==> src/regfile_pkg.sv <==
`default_nettype none

package regfile_pkg;

    localparam int num_regs    = 8;
    localparam int cmd_depth   = 4;   // also the sender's starting credit count
    localparam int num_engines = 2;

    localparam int addr_width = $clog2(num_regs);
    localparam int data_width = 8;
    localparam int ptr_width  = $clog2(cmd_depth);

    typedef logic [addr_width-1:0] reg_addr_t;
    typedef logic [data_width-1:0] reg_data_t;
    typedef logic [ptr_width-1:0]  queue_ptr_t;
    typedef logic [ptr_width:0]    queue_count_t;   // 0 .. cmd_depth

    typedef enum logic [1:0] {
        op_write = 2'd0,
        op_read  = 2'd1,
        op_add   = 2'd2
    } cmd_op_t;

    // respond is the one-cycle bubble after a grant
    typedef enum logic [1:0] {
        idle,
        request,
        respond
    } engine_state_t;

endpackage

`default_nettype wire
==> src/regfile_if.sv <==
`timescale 1ns/1ps
`default_nettype none

interface regfile_if;

    logic                   rd0_enable;
    regfile_pkg::reg_addr_t rd0_addr;
    regfile_pkg::reg_data_t rd0_data;

    logic                   rd1_enable;
    regfile_pkg::reg_addr_t rd1_addr;
    regfile_pkg::reg_data_t rd1_data;

    logic                   wr_enable;
    regfile_pkg::reg_addr_t wr_addr;
    regfile_pkg::reg_data_t wr_data;

    modport client (
        output rd0_enable, rd0_addr,
        output rd1_enable, rd1_addr,
        output wr_enable, wr_addr, wr_data,
        input  rd0_data, rd1_data
    );

    modport server (
        input  rd0_enable, rd0_addr,
        input  rd1_enable, rd1_addr,
        input  wr_enable, wr_addr, wr_data,
        output rd0_data, rd1_data
    );

endinterface

`default_nettype wire

==> src/regfile_subsystem.sv <==
`timescale 1ns/1ps
`default_nettype none

module regfile_subsystem (
    input  wire logic                   clk,
    input  wire logic                   arst_n,

    input  wire logic                   ch0_cmd_valid,
    input  wire regfile_pkg::cmd_op_t   ch0_cmd_op,
    input  wire regfile_pkg::reg_addr_t ch0_cmd_dst,
    input  wire regfile_pkg::reg_addr_t ch0_cmd_src0,
    input  wire regfile_pkg::reg_addr_t ch0_cmd_src1,
    input  wire regfile_pkg::reg_data_t ch0_cmd_data,
    output logic                        ch0_cmd_credit,
    output logic                        ch0_resp_valid,
    output regfile_pkg::reg_data_t      ch0_resp_data,

    input  wire logic                   ch1_cmd_valid,
    input  wire regfile_pkg::cmd_op_t   ch1_cmd_op,
    input  wire regfile_pkg::reg_addr_t ch1_cmd_dst,
    input  wire regfile_pkg::reg_addr_t ch1_cmd_src0,
    input  wire regfile_pkg::reg_addr_t ch1_cmd_src1,
    input  wire regfile_pkg::reg_data_t ch1_cmd_data,
    output logic                        ch1_cmd_credit,
    output logic                        ch1_resp_valid,
    output regfile_pkg::reg_data_t      ch1_resp_data
);

    logic [regfile_pkg::num_engines-1:0] req;
    logic [regfile_pkg::num_engines-1:0] gnt;

    regfile_if eng0_bus ();
    regfile_if eng1_bus ();
    regfile_if mem_bus ();   // arbiter to storage

    cmd_engine engine0 (
        .clk        (clk),
        .arst_n     (arst_n),
        .cmd_valid  (ch0_cmd_valid),
        .cmd_op     (ch0_cmd_op),
        .cmd_dst    (ch0_cmd_dst),
        .cmd_src0   (ch0_cmd_src0),
        .cmd_src1   (ch0_cmd_src1),
        .cmd_data   (ch0_cmd_data),
        .cmd_credit (ch0_cmd_credit),
        .resp_valid (ch0_resp_valid),
        .resp_data  (ch0_resp_data),
        .req        (req[0]),
        .gnt        (gnt[0]),
        .rf         (eng0_bus)
    );

    cmd_engine engine1 (
        .clk        (clk),
        .arst_n     (arst_n),
        .cmd_valid  (ch1_cmd_valid),
        .cmd_op     (ch1_cmd_op),
        .cmd_dst    (ch1_cmd_dst),
        .cmd_src0   (ch1_cmd_src0),
        .cmd_src1   (ch1_cmd_src1),
        .cmd_data   (ch1_cmd_data),
        .cmd_credit (ch1_cmd_credit),
        .resp_valid (ch1_resp_valid),
        .resp_data  (ch1_resp_data),
        .req        (req[1]),
        .gnt        (gnt[1]),
        .rf         (eng1_bus)
    );

    access_arbiter arbiter (
        .clk     (clk),
        .arst_n  (arst_n),
        .req     (req),
        .gnt     (gnt),
        .client0 (eng0_bus),
        .client1 (eng1_bus),
        .mem     (mem_bus)
    );

    register_file storage (
        .clk    (clk),
        .arst_n (arst_n),
        .bus    (mem_bus)
    );

endmodule

`default_nettype wire

==> src/cmd_engine.sv <==
`timescale 1ns/1ps
`default_nettype none

module cmd_engine (
    input  wire logic                   clk,
    input  wire logic                   arst_n,
    input  wire logic                   cmd_valid,
    input  wire regfile_pkg::cmd_op_t   cmd_op,
    input  wire regfile_pkg::reg_addr_t cmd_dst,
    input  wire regfile_pkg::reg_addr_t cmd_src0,
    input  wire regfile_pkg::reg_addr_t cmd_src1,
    input  wire regfile_pkg::reg_data_t cmd_data,
    output logic                        cmd_credit,
    output logic                        resp_valid,
    output regfile_pkg::reg_data_t      resp_data,
    output logic                        req,
    input  wire logic                   gnt,
    regfile_if.client                   rf
);

    // command queue storage
    regfile_pkg::cmd_op_t   q_op   [regfile_pkg::cmd_depth];
    regfile_pkg::reg_addr_t q_dst  [regfile_pkg::cmd_depth];
    regfile_pkg::reg_addr_t q_src0 [regfile_pkg::cmd_depth];
    regfile_pkg::reg_addr_t q_src1 [regfile_pkg::cmd_depth];
    regfile_pkg::reg_data_t q_data [regfile_pkg::cmd_depth];

    regfile_pkg::queue_ptr_t    wr_ptr;
    regfile_pkg::queue_ptr_t    rd_ptr;
    regfile_pkg::queue_count_t  count;
    regfile_pkg::engine_state_t state;

    regfile_pkg::cmd_op_t   head_op;
    regfile_pkg::reg_data_t sum;
    logic                   pop;

    assign head_op = q_op[rd_ptr];
    assign req     = (count != '0) && (state != regfile_pkg::respond);
    assign pop     = req && gnt;

    always_ff @(posedge clk) begin
        if (cmd_valid) begin
            q_op[wr_ptr]   <= cmd_op;
            q_dst[wr_ptr]  <= cmd_dst;
            q_src0[wr_ptr] <= cmd_src0;
            q_src1[wr_ptr] <= cmd_src1;
            q_data[wr_ptr] <= cmd_data;
        end
    end

    always_ff @(posedge clk or negedge arst_n) begin
        if (!arst_n) begin
            wr_ptr <= '0;
            rd_ptr <= '0;
            count  <= '0;
        end else begin
            if (cmd_valid) begin
                wr_ptr <= wr_ptr + 1'b1;   // wraps at cmd_depth
            end
            if (pop) begin
                rd_ptr <= rd_ptr + 1'b1;
            end
            case ({cmd_valid, pop})
                2'b10:   count <= count + 1'b1;
                2'b01:   count <= count - 1'b1;
                default: count <= count;
            endcase
        end
    end

    always_ff @(posedge clk or negedge arst_n) begin
        if (!arst_n) begin
            state <= regfile_pkg::idle;
        end else begin
            case (state)
                regfile_pkg::idle: begin
                    if (pop) begin
                        state <= regfile_pkg::respond;
                    end else if (count != '0) begin
                        state <= regfile_pkg::request;
                    end
                end
                regfile_pkg::request: begin
                    if (pop) begin
                        state <= regfile_pkg::respond;
                    end
                end
                default: begin
                    // one bubble keeps gnt to a single cycle
                    state <= (count != '0) ? regfile_pkg::request : regfile_pkg::idle;
                end
            endcase
        end
    end

    // head command drives the ports; the arbiter forwards them only when granted
    assign rf.rd0_enable = req && (head_op != regfile_pkg::op_write);
    assign rf.rd0_addr   = q_src0[rd_ptr];
    assign rf.rd1_enable = req && (head_op == regfile_pkg::op_add);
    assign rf.rd1_addr   = q_src1[rd_ptr];
    assign rf.wr_enable  = req && (head_op != regfile_pkg::op_read);
    assign rf.wr_addr    = q_dst[rd_ptr];

    assign sum        = rf.rd0_data + rf.rd1_data;   // wraps mod 256
    assign rf.wr_data = (head_op == regfile_pkg::op_add) ? sum : q_data[rd_ptr];

    always_ff @(posedge clk or negedge arst_n) begin
        if (!arst_n) begin
            resp_valid <= 1'b0;
            cmd_credit <= 1'b0;
        end else begin
            resp_valid <= pop && (head_op != regfile_pkg::op_write);
            cmd_credit <= pop;   // one credit per popped command
        end
    end

    always_ff @(posedge clk) begin
        if (pop) begin
            resp_data <= (head_op == regfile_pkg::op_add) ? sum : rf.rd0_data;
        end
    end

endmodule

`default_nettype wire

==> src/access_arbiter.sv <==
`timescale 1ns/1ps
`default_nettype none

module access_arbiter (
    input  wire logic                                 clk,
    input  wire logic                                 arst_n,
    input  wire logic [regfile_pkg::num_engines-1:0] req,
    output logic      [regfile_pkg::num_engines-1:0] gnt,
    regfile_if.server                                 client0,
    regfile_if.server                                 client1,
    regfile_if.client                                 mem
);

    logic ptr;   // engine that wins when both request

    always_comb begin
        gnt = '0;
        if (req[ptr]) begin
            gnt[ptr] = 1'b1;
        end else if (req[~ptr]) begin
            gnt[~ptr] = 1'b1;
        end
    end

    always_ff @(posedge clk or negedge arst_n) begin
        if (!arst_n) begin
            ptr <= 1'b0;
        end else if (|gnt) begin
            ptr <= gnt[0];   // hand priority to the other engine
        end
    end

    always_comb begin
        mem.rd0_enable = 1'b0;
        mem.rd0_addr   = '0;
        mem.rd1_enable = 1'b0;
        mem.rd1_addr   = '0;
        mem.wr_enable  = 1'b0;
        mem.wr_addr    = '0;
        mem.wr_data    = '0;
        if (gnt[0]) begin
            mem.rd0_enable = client0.rd0_enable;
            mem.rd0_addr   = client0.rd0_addr;
            mem.rd1_enable = client0.rd1_enable;
            mem.rd1_addr   = client0.rd1_addr;
            mem.wr_enable  = client0.wr_enable;
            mem.wr_addr    = client0.wr_addr;
            mem.wr_data    = client0.wr_data;
        end else if (gnt[1]) begin
            mem.rd0_enable = client1.rd0_enable;
            mem.rd0_addr   = client1.rd0_addr;
            mem.rd1_enable = client1.rd1_enable;
            mem.rd1_addr   = client1.rd1_addr;
            mem.wr_enable  = client1.wr_enable;
            mem.wr_addr    = client1.wr_addr;
            mem.wr_data    = client1.wr_data;
        end
    end

    assign client0.rd0_data = gnt[0] ? mem.rd0_data : '0;
    assign client0.rd1_data = gnt[0] ? mem.rd1_data : '0;
    assign client1.rd0_data = gnt[1] ? mem.rd0_data : '0;
    assign client1.rd1_data = gnt[1] ? mem.rd1_data : '0;

endmodule

`default_nettype wire

==> src/register_file.sv <==
`timescale 1ns/1ps
`default_nettype none

module register_file (
    input  wire logic clk,
    input  wire logic arst_n,
    regfile_if.server bus
);

    regfile_pkg::reg_data_t regs [regfile_pkg::num_regs];

    always_ff @(posedge clk or negedge arst_n) begin
        if (!arst_n) begin
            for (int i = 0; i < regfile_pkg::num_regs; i++) begin
                regs[i] <= '0;
            end
        end else if (bus.wr_enable) begin
            regs[bus.wr_addr] <= bus.wr_data;
        end
    end

    // reads see the value before this cycle's write
    assign bus.rd0_data = bus.rd0_enable ? regs[bus.rd0_addr] : '0;
    assign bus.rd1_data = bus.rd1_enable ? regs[bus.rd1_addr] : '0;

endmodule

`default_nettype wire

==> config.mk <==
export PLATFORM = sky130hd
export DESIGN_NAME = regfile_subsystem
export DESIGN_NICKNAME = d
export VERILOG_FILES = /design/src/regfile_pkg.sv /design/src/regfile_if.sv /design/src/regfile_subsystem.sv /design/src/cmd_engine.sv /design/src/access_arbiter.sv /design/src/register_file.sv
export SDC_FILE = /design/constraint.sdc
export NUM_CORES = 1
export LEC_CHECK = 0
export BUFFER_PORTS_ARGS = -buffer_cell sky130_fd_sc_hd__buf_2
export CAP_MARGIN = 20
export CORE_UTILIZATION = 40
export CTS_CLUSTER_DIAMETER = 150
export DETAILED_ROUTE_END_ITERATION = 12
export PLACE_DENSITY = 0.65
export SYNTH_ARGS = -nofsm -noshare
export SYNTH_HDL_FRONTEND = slang
export SYNTH_SLANG_ARGS = --single-unit
==> constraint.sdc <==
create_clock -name clk -period 4.9 [get_ports clk]
set_clock_uncertainty 0.1 [all_clocks]
set_input_delay 0.98 -clock clk [delete_from_list [all_inputs] [get_ports clk]]
set_output_delay 0.98 -clock clk [all_outputs]
set_load 0.02 [all_outputs]
### Word-level counts from Yosys, hierarchy flattened

Memory sizes are Yosys's and may differ from the RTL's.
Index checks and enable logic that the tools add are counted.

* flip-flop bits (word level): 103
* bits in writable memories: 152
* word-level logic and storage cells: 156
* memories kept: 10

* add/subtract/negate cells: 10
* magnitude comparators: 8
* equal/unequal tests: 16
* multiplexer cells: 59
* bitwise gates (word level): 4
* reductions and logical operators: 26

Memory list
* engine0.q_data: depth 4, width 8, read ports 1, clocked after Yosys merged registers in 0, wr ports 1, RTL line cmd_engine.sv:26 `regfile_pkg::reg_data_t q_data [regfile_pkg::cmd_depth];`
* engine1.q_data: depth 4, width 8, read ports 1, clocked after Yosys merged registers in 0, wr ports 1, RTL line cmd_engine.sv:26
* engine0.q_dst: depth 4, width 3, read ports 1, clocked after Yosys merged registers in 0, wr ports 1, RTL line cmd_engine.sv:23 `regfile_pkg::reg_addr_t q_dst [regfile_pkg::cmd_depth];`
* engine0.q_src0: depth 4, width 3, read ports 1, clocked after Yosys merged registers in 0, wr ports 1, RTL line cmd_engine.sv:24 `regfile_pkg::reg_addr_t q_src0 [regfile_pkg::cmd_depth];`
* engine0.q_src1: depth 4, width 3, read ports 1, clocked after Yosys merged registers in 0, wr ports 1, RTL line cmd_engine.sv:25 `regfile_pkg::reg_addr_t q_src1 [regfile_pkg::cmd_depth];`
* engine1.q_dst: depth 4, width 3, read ports 1, clocked after Yosys merged registers in 0, wr ports 1, RTL line cmd_engine.sv:23
* +4 memories

Operator list (number)
* $mux 8: 17
* $bwmux 64: 1
* $bmux 8 s3: 2
* $demux 8 s3: 1
* $mux 1: 18
* $mux 3: 6
* $add 8x8->8: 2
* $mux 2: 8
* $logic_and 1x1->1: 15
* $ge 4x4->1 const B: 3
* $not 3->4: 3
* $pmux 3 s2: 2
* $add 2x1->2 const B: 4
* $eq 2x1->1 const B: 4
* $eq 2x2->1 const B: 4
* $ne 2x1->1 const B: 4
* $pmux 2 s2: 2
* $reduce_bool 2->1: 4
* $add 3x1->3 const B: 2
* $ne 3x1->1 const B: 2
* $reduce_bool 3->1: 2
* $sub 3x1->3 const B: 2
* $logic_not 2->1: 2
* $lt 1x2->1 const B: 2
* other kinds (7): 11

### Longest topological paths before layout

* depth in word-level cells: 20
* mapped depth: 25
* mapped depth without buffers: 23

### Modules after synthesis

A second synthesis with hierarchy kept.

* cells, all modules: 765
* area total of the unflattened synthesis: 12293.0 um^2

By module, submodules not included
* cmd_engine (engine0): times used 1, cells an instance 238, area an instance 4077.7 um^2, sequential area each 2797.7 um^2
* cmd_engine (engine1): times used 1, cells an instance 240, area an instance 4073.9 um^2, sequential area each 2797.7 um^2
* register_file: times used 1, cells an instance 218, area an instance 3580.9 um^2, sequential area each 1601.5 um^2
* access_arbiter: times used 1, cells an instance 69, area an instance 560.5 um^2, sequential area each 25.0 um^2

### Least setup slack after synthesis

OpenSTA, ideal clock, no wires.

* path type: register to register
* start: register engine1.count[1]
* end: register storage.regs[30] (netlist name)
* setup time: 66 ps
* data arrival time: 4754 ps
* slack: -20 ps
* cell stages (with the launch flop): 25
* path buffers: 4
* period minus slack after synthesis: 4920 ps
* cell sequence: dfrtp_1 -> or3_4 -> nand3_1 -> nand2_1 -> inv_1 -> buf_4 -> a22o_1 -> buf_2 -> buf_4 -> buf_4 -> mux2i_1 -> a21oi_1 -> a21oi_1 -> nor3_1 -> ha_1 -> fa_1 -> a21o_1 -> a21oi_1 -> o21bai_1 -> a21oi_1 -> xnor2_1 -> nand2_1 -> a21boi_0 -> o22ai_1 -> mux2_2

* cells in the longest elaborated chain, start to end: 19
* elaborated cells on any way between the ends: 50
* classes of those cells: add/sub (2); order compare (2); mux (37); bitwise (3); reduce/logical (6)

RTL lines
* from (decl): RTL line cmd_engine.sv:30 `regfile_pkg::queue_count_t count;`
* from (signal assigned): RTL line cmd_engine.sv:64 `2'b10: count <= count + 1'b1;`
* from (signal assigned): RTL line cmd_engine.sv:65 `2'b01: count <= count - 1'b1;`
* from (signal assigned): RTL line cmd_engine.sv:66 `default: count <= count;`
* $reduce_bool 3->1 (*): RTL line cmd_engine.sv:38 `assign req = (count != '0) && (state != regfile_pkg::respond);`
* $logic_and 1x1->1 (*): RTL line cmd_engine.sv:38
* $mux 1 (implied by the code) (2 in series): RTL line access_arbiter.sv:20 `end else if (req[~ptr]) begin`
* $mux 2: RTL line access_arbiter.sv:20
* $mux 2: RTL line access_arbiter.sv:18 `if (req[ptr]) begin`
* $mux 3: RTL line access_arbiter.sv:49 `end else if (gnt[1]) begin`
* $mux 3: RTL line access_arbiter.sv:41 `if (gnt[0]) begin`
* $not 3->4 (on tied branches): RTL line register_file.sv:23, register_file.sv:24
* $bmux 8 s3 (on tied branches): RTL line register_file.sv:23, register_file.sv:24
* $mux 8 (on tied branches) (3 in series): RTL line register_file.sv:23, register_file.sv:24
* $mux 8 (on tied branches): RTL line access_arbiter.sv:62, access_arbiter.sv:63
* $add 8x8->8: RTL line cmd_engine.sv:104 `assign sum = rf.rd0_data + rf.rd1_data;`
* $mux 8: RTL line cmd_engine.sv:105 `assign rf.wr_data = (head_op == regfile_pkg::op_add) ? sum : q_data[rd_ptr];`
* $mux 8: RTL line access_arbiter.sv:49
* $mux 8: RTL line access_arbiter.sv:41
* $bwmux 64: RTL line register_file.sv:18 `regs[bus.wr_addr] <= bus.wr_data;`
* to (signal, indexed assignment): RTL line register_file.sv:18
* to (decl): RTL line register_file.sv:10 `regfile_pkg::reg_data_t regs [regfile_pkg::num_regs];`

Mark *: on every way between the ends. The rest lies on a longest branch, timed or not. The select of a mux whose other input is x is not followed.
A chain may end at the register's enable or synchronous reset.

### Final worst setup path

* start: register engine1.count[1]
* end: register storage.regs[62] (netlist name)

Same word-level chain as after synthesis.

==> impl_metrics.ini <==
[worst_setup_path]
critical_path.cell_chain = or3_4, nand3_2, nand2_1, inv_2, buf_4, buf_4, a22o_1, buf_4, mux2i_1, nor2_1, nand2_1, inv_1, ha_1, a21o_1, a21oi_2, o21bai_1, a21oi_2, xnor2_1, nand2_1, a21boi_1, o22ai_2, buf_4, mux2_2
cp.arrival_ns = 4.94
rr_worst_depth = 23
path_max_fanout = 13
crit_slowest_cell = or3_4
cp_num_buf_inv = 6
crit_end = storage.regs[62]$_DFFE_PN0P_
rrSetupSlack_ns = 0.28
cp.depth = 23
critPathTopFamily = compound AO/OA/AOI/OAI gates
max_stage_delay_ns = 0.42
cp-start-kind = flop
crit_path_start = engine1.count[1]$_DFFE_PN0P_
critPathRequiredTime_ns = 5.22
timing.rr.start = engine1.count[1]$_DFFE_PN0P_
r2r-end = storage.regs[62]$_DFFE_PN0P_
cp_common_cell = buf_4
critical_path_class = flop to flop
end_kind = flop

[floorplan]
fp.dieH_microns = 175
coreArea_sq_um = 29100
die_area_sq_um = 30600
io_pins = 62
die_w_microns = 175
row_count = 62
start_util = 0.412

[placement]
port-buffer-count = 61
place.gp.congestion = 0.859
dp_slack_ns = -0.0684
post-dp-hpwl_microns = 18400

[synthesis]
synth_edf_count = 168
synthTopCellsByArea = edfxtp_1 42%, dfrtp_1 18%, mux2_2 8.0%
synth_top_area_share = 0.421
yosysWarnings = 0
synth_area_per_cell_sq_um = 14.5
synth-main-ff-cell = edfxtp_1
synth_common_cells = 168 x edfxtp_1, 87 x dfrtp_1, 85 x mux2_2, 53 x nor2_1, 50 x mux2i_1
syn_nets = 895
yosys.area.top_type = edfxtp_1
synth_seq_area_share = 0.603
synth-seq-cells = 255
synthArstFlopShare = 0.341
post-synth-top-count-cell = edfxtp_1
synthCells = 825
synth_area_sq_um = 12000
synth_cell_types = 51

[finish]
area_growth_pct = 16.7
finalNetCount = 1000
drive_above_1_share = 0.319

[clock_network]
clkSinkCount = 255
clk_latency_ns = 0.54
ctsHoldBuffers = 0
cts.root.buffer_cell = clkbuf_16
clk_pin_slew_ns = 0.07
clk_path_buf_depth = 3
cts_inserted_buffers = 26
htreeDepth = 1
cts_tree = built

[sta]
setup_tns_ns = 0
max_freq_mhz = 216
setup_viol = 0
worst_pin_slew_ns = 1.16
drv_slew = 0
fin_crit_ns = 4.62
hold_viol_final = 0
fin_crit_sh = 0.943
rsz0062_at_grt = false
fin_ws_ns = 0.279
relSlewSlack = 0.219

[min_path]
hp-class = flop to flop

[detailed_routing]
drtIter0Drc = 478
drt-total-wl_microns = 26600
ant_nets = 0
vias = 7132
drt_pass1_iterations = 7
drcViolationCount = 0
post_drt_wl_per_cell_microns = 19.9
via_per_inst = 5.34

[global_routing]
grt_max_degree = 56
grt_use_total = 0.177
grt_pass1_wl_microns = 41500
grt-ovfl-total = 0
grt_pass1_vias = 7252
antenna_found_initial = 1

[status]
status = complete, no violations

[flow_run]
drv_cap = 0
[layer usage]
metal | vias to the layer above | part of all wire | wire length (microns) | track usage
met2 | 207 | 0.47 | 12500 | 0.282
met1 | 3545 | 0.45 | 12000 | 0.245
met5 | - | 0 | 0 | 0
met4 | 0 | 0.023 | 620 | 0.0482
li1 | 3332 | - | - | -
met3 | 48 | 0.057 | 1510 | 0.0370
[layout make-up]
cell class / instances / area (sq um)
fill: 2526 / 15100
sequential: 255 / 7220
multi-input combinational: 507 / 4560
clock buffer: 40 / 753
timing repair buffer: 114 / 737
tap: 384 / 480
clock inverter: 8 / 126
inverter: 26 / 97.6
antenna: 1 / 2.50
[flip-flops by register name, indices dropped and copies added, names as in the netlist, 3 cells and up]
signal / flops
engine0.q_dst: 12
engine0.q_op: 8
engine1.q_src1: 12
engine1.q_dst: 12
engine1.q_data: 32
engine0.q_data: 32
engine1.count: 3
engine0.count: 3
engine1.resp_data: 8
engine0.q_src1: 12
engine1.q_op: 8
engine0.q_src0: 12
engine1.q_src0: 12
engine0.resp_data: 8
storage.regs: 64
[cell families (layout without fill, tap and decap cells)]
group / Yosys count / count (layout) / synth area share
other: 0 / 1 / 0
flip-flops: 255 / 255 / 0.603
buffers and inverters: 63 / 188 / 0.0233
XOR/XNOR: 24 / 24 / 0.0199
multiplexers: 172 / 172 / 0.191
adder cells (fa/ha/maj): 28 / 28 / 0.0317
AND/OR/NAND/NOR: 145 / 145 / 0.0556
AO/OA/AOI/OAI: 138 / 138 / 0.0755
[cell usage in the layout, fill, tap and decap left out, types with 35 or more instances in the layout]
master / instances
dfrtp_1: 86
a21oi_1: 35
mux4_2: 36
nor2_1: 53
mux2i_1: 50
nand2_1: 43
buf_4: 49
buf_2: 60
edfxtp_1: 168
mux2_2: 85
[metrics by stage]
step / instances / hold WS [ns] / area (sq um) / utilization
after global routing: 1334 / 0.402 / 14000 / 0.480
after detailed placement: 1270 / 0.358 / 12900 / 0.443
final: 1335 / 0.356 / 14000 / 0.481
after CTS: 1320 / 0.362 / 13800 / 0.474
after global placement: 1269 / 0.352 / 12900 / 0.443
after floorplan: 825 / 0.326 / 12000 / -
[worst min path at each step]
stage | depth (start not counted) | startpoint | endpoint
5_1_grt | 1 | engine0.state[1]$_DFFE_PN0P_ | engine0.state[1]$_DFFE_PN0P_
4_1_cts | 1 | engine0.state[1]$_DFFE_PN0P_ | engine0.state[1]$_DFFE_PN0P_
3_5_place_dp | 1 | engine0.state[1]$_DFFE_PN0P_ | engine0.state[1]$_DFFE_PN0P_
3_3_place_gp | 1 | engine0.state[1]$_DFFE_PN0P_ | engine0.state[1]$_DFFE_PN0P_
2_1_floorplan | 1 | engine0.state[1]$_DFFE_PN0P_ | engine0.state[1]$_DFFE_PN0P_
6_report | 1 | engine0.state[1]$_DFFE_PN0P_ | engine0.state[1]$_DFFE_PN0P_
[what timing repair did]
action	CTS	global route
hold endpoints to repair	0	0
pin swaps	2	3
setup endpoints to repair	25	42
buffers inserted	2	14
gates resized for setup	3	23
Power is not shown: default switching activity piles up to over one toggle a cycle in this logic, so the estimate is an artifact.
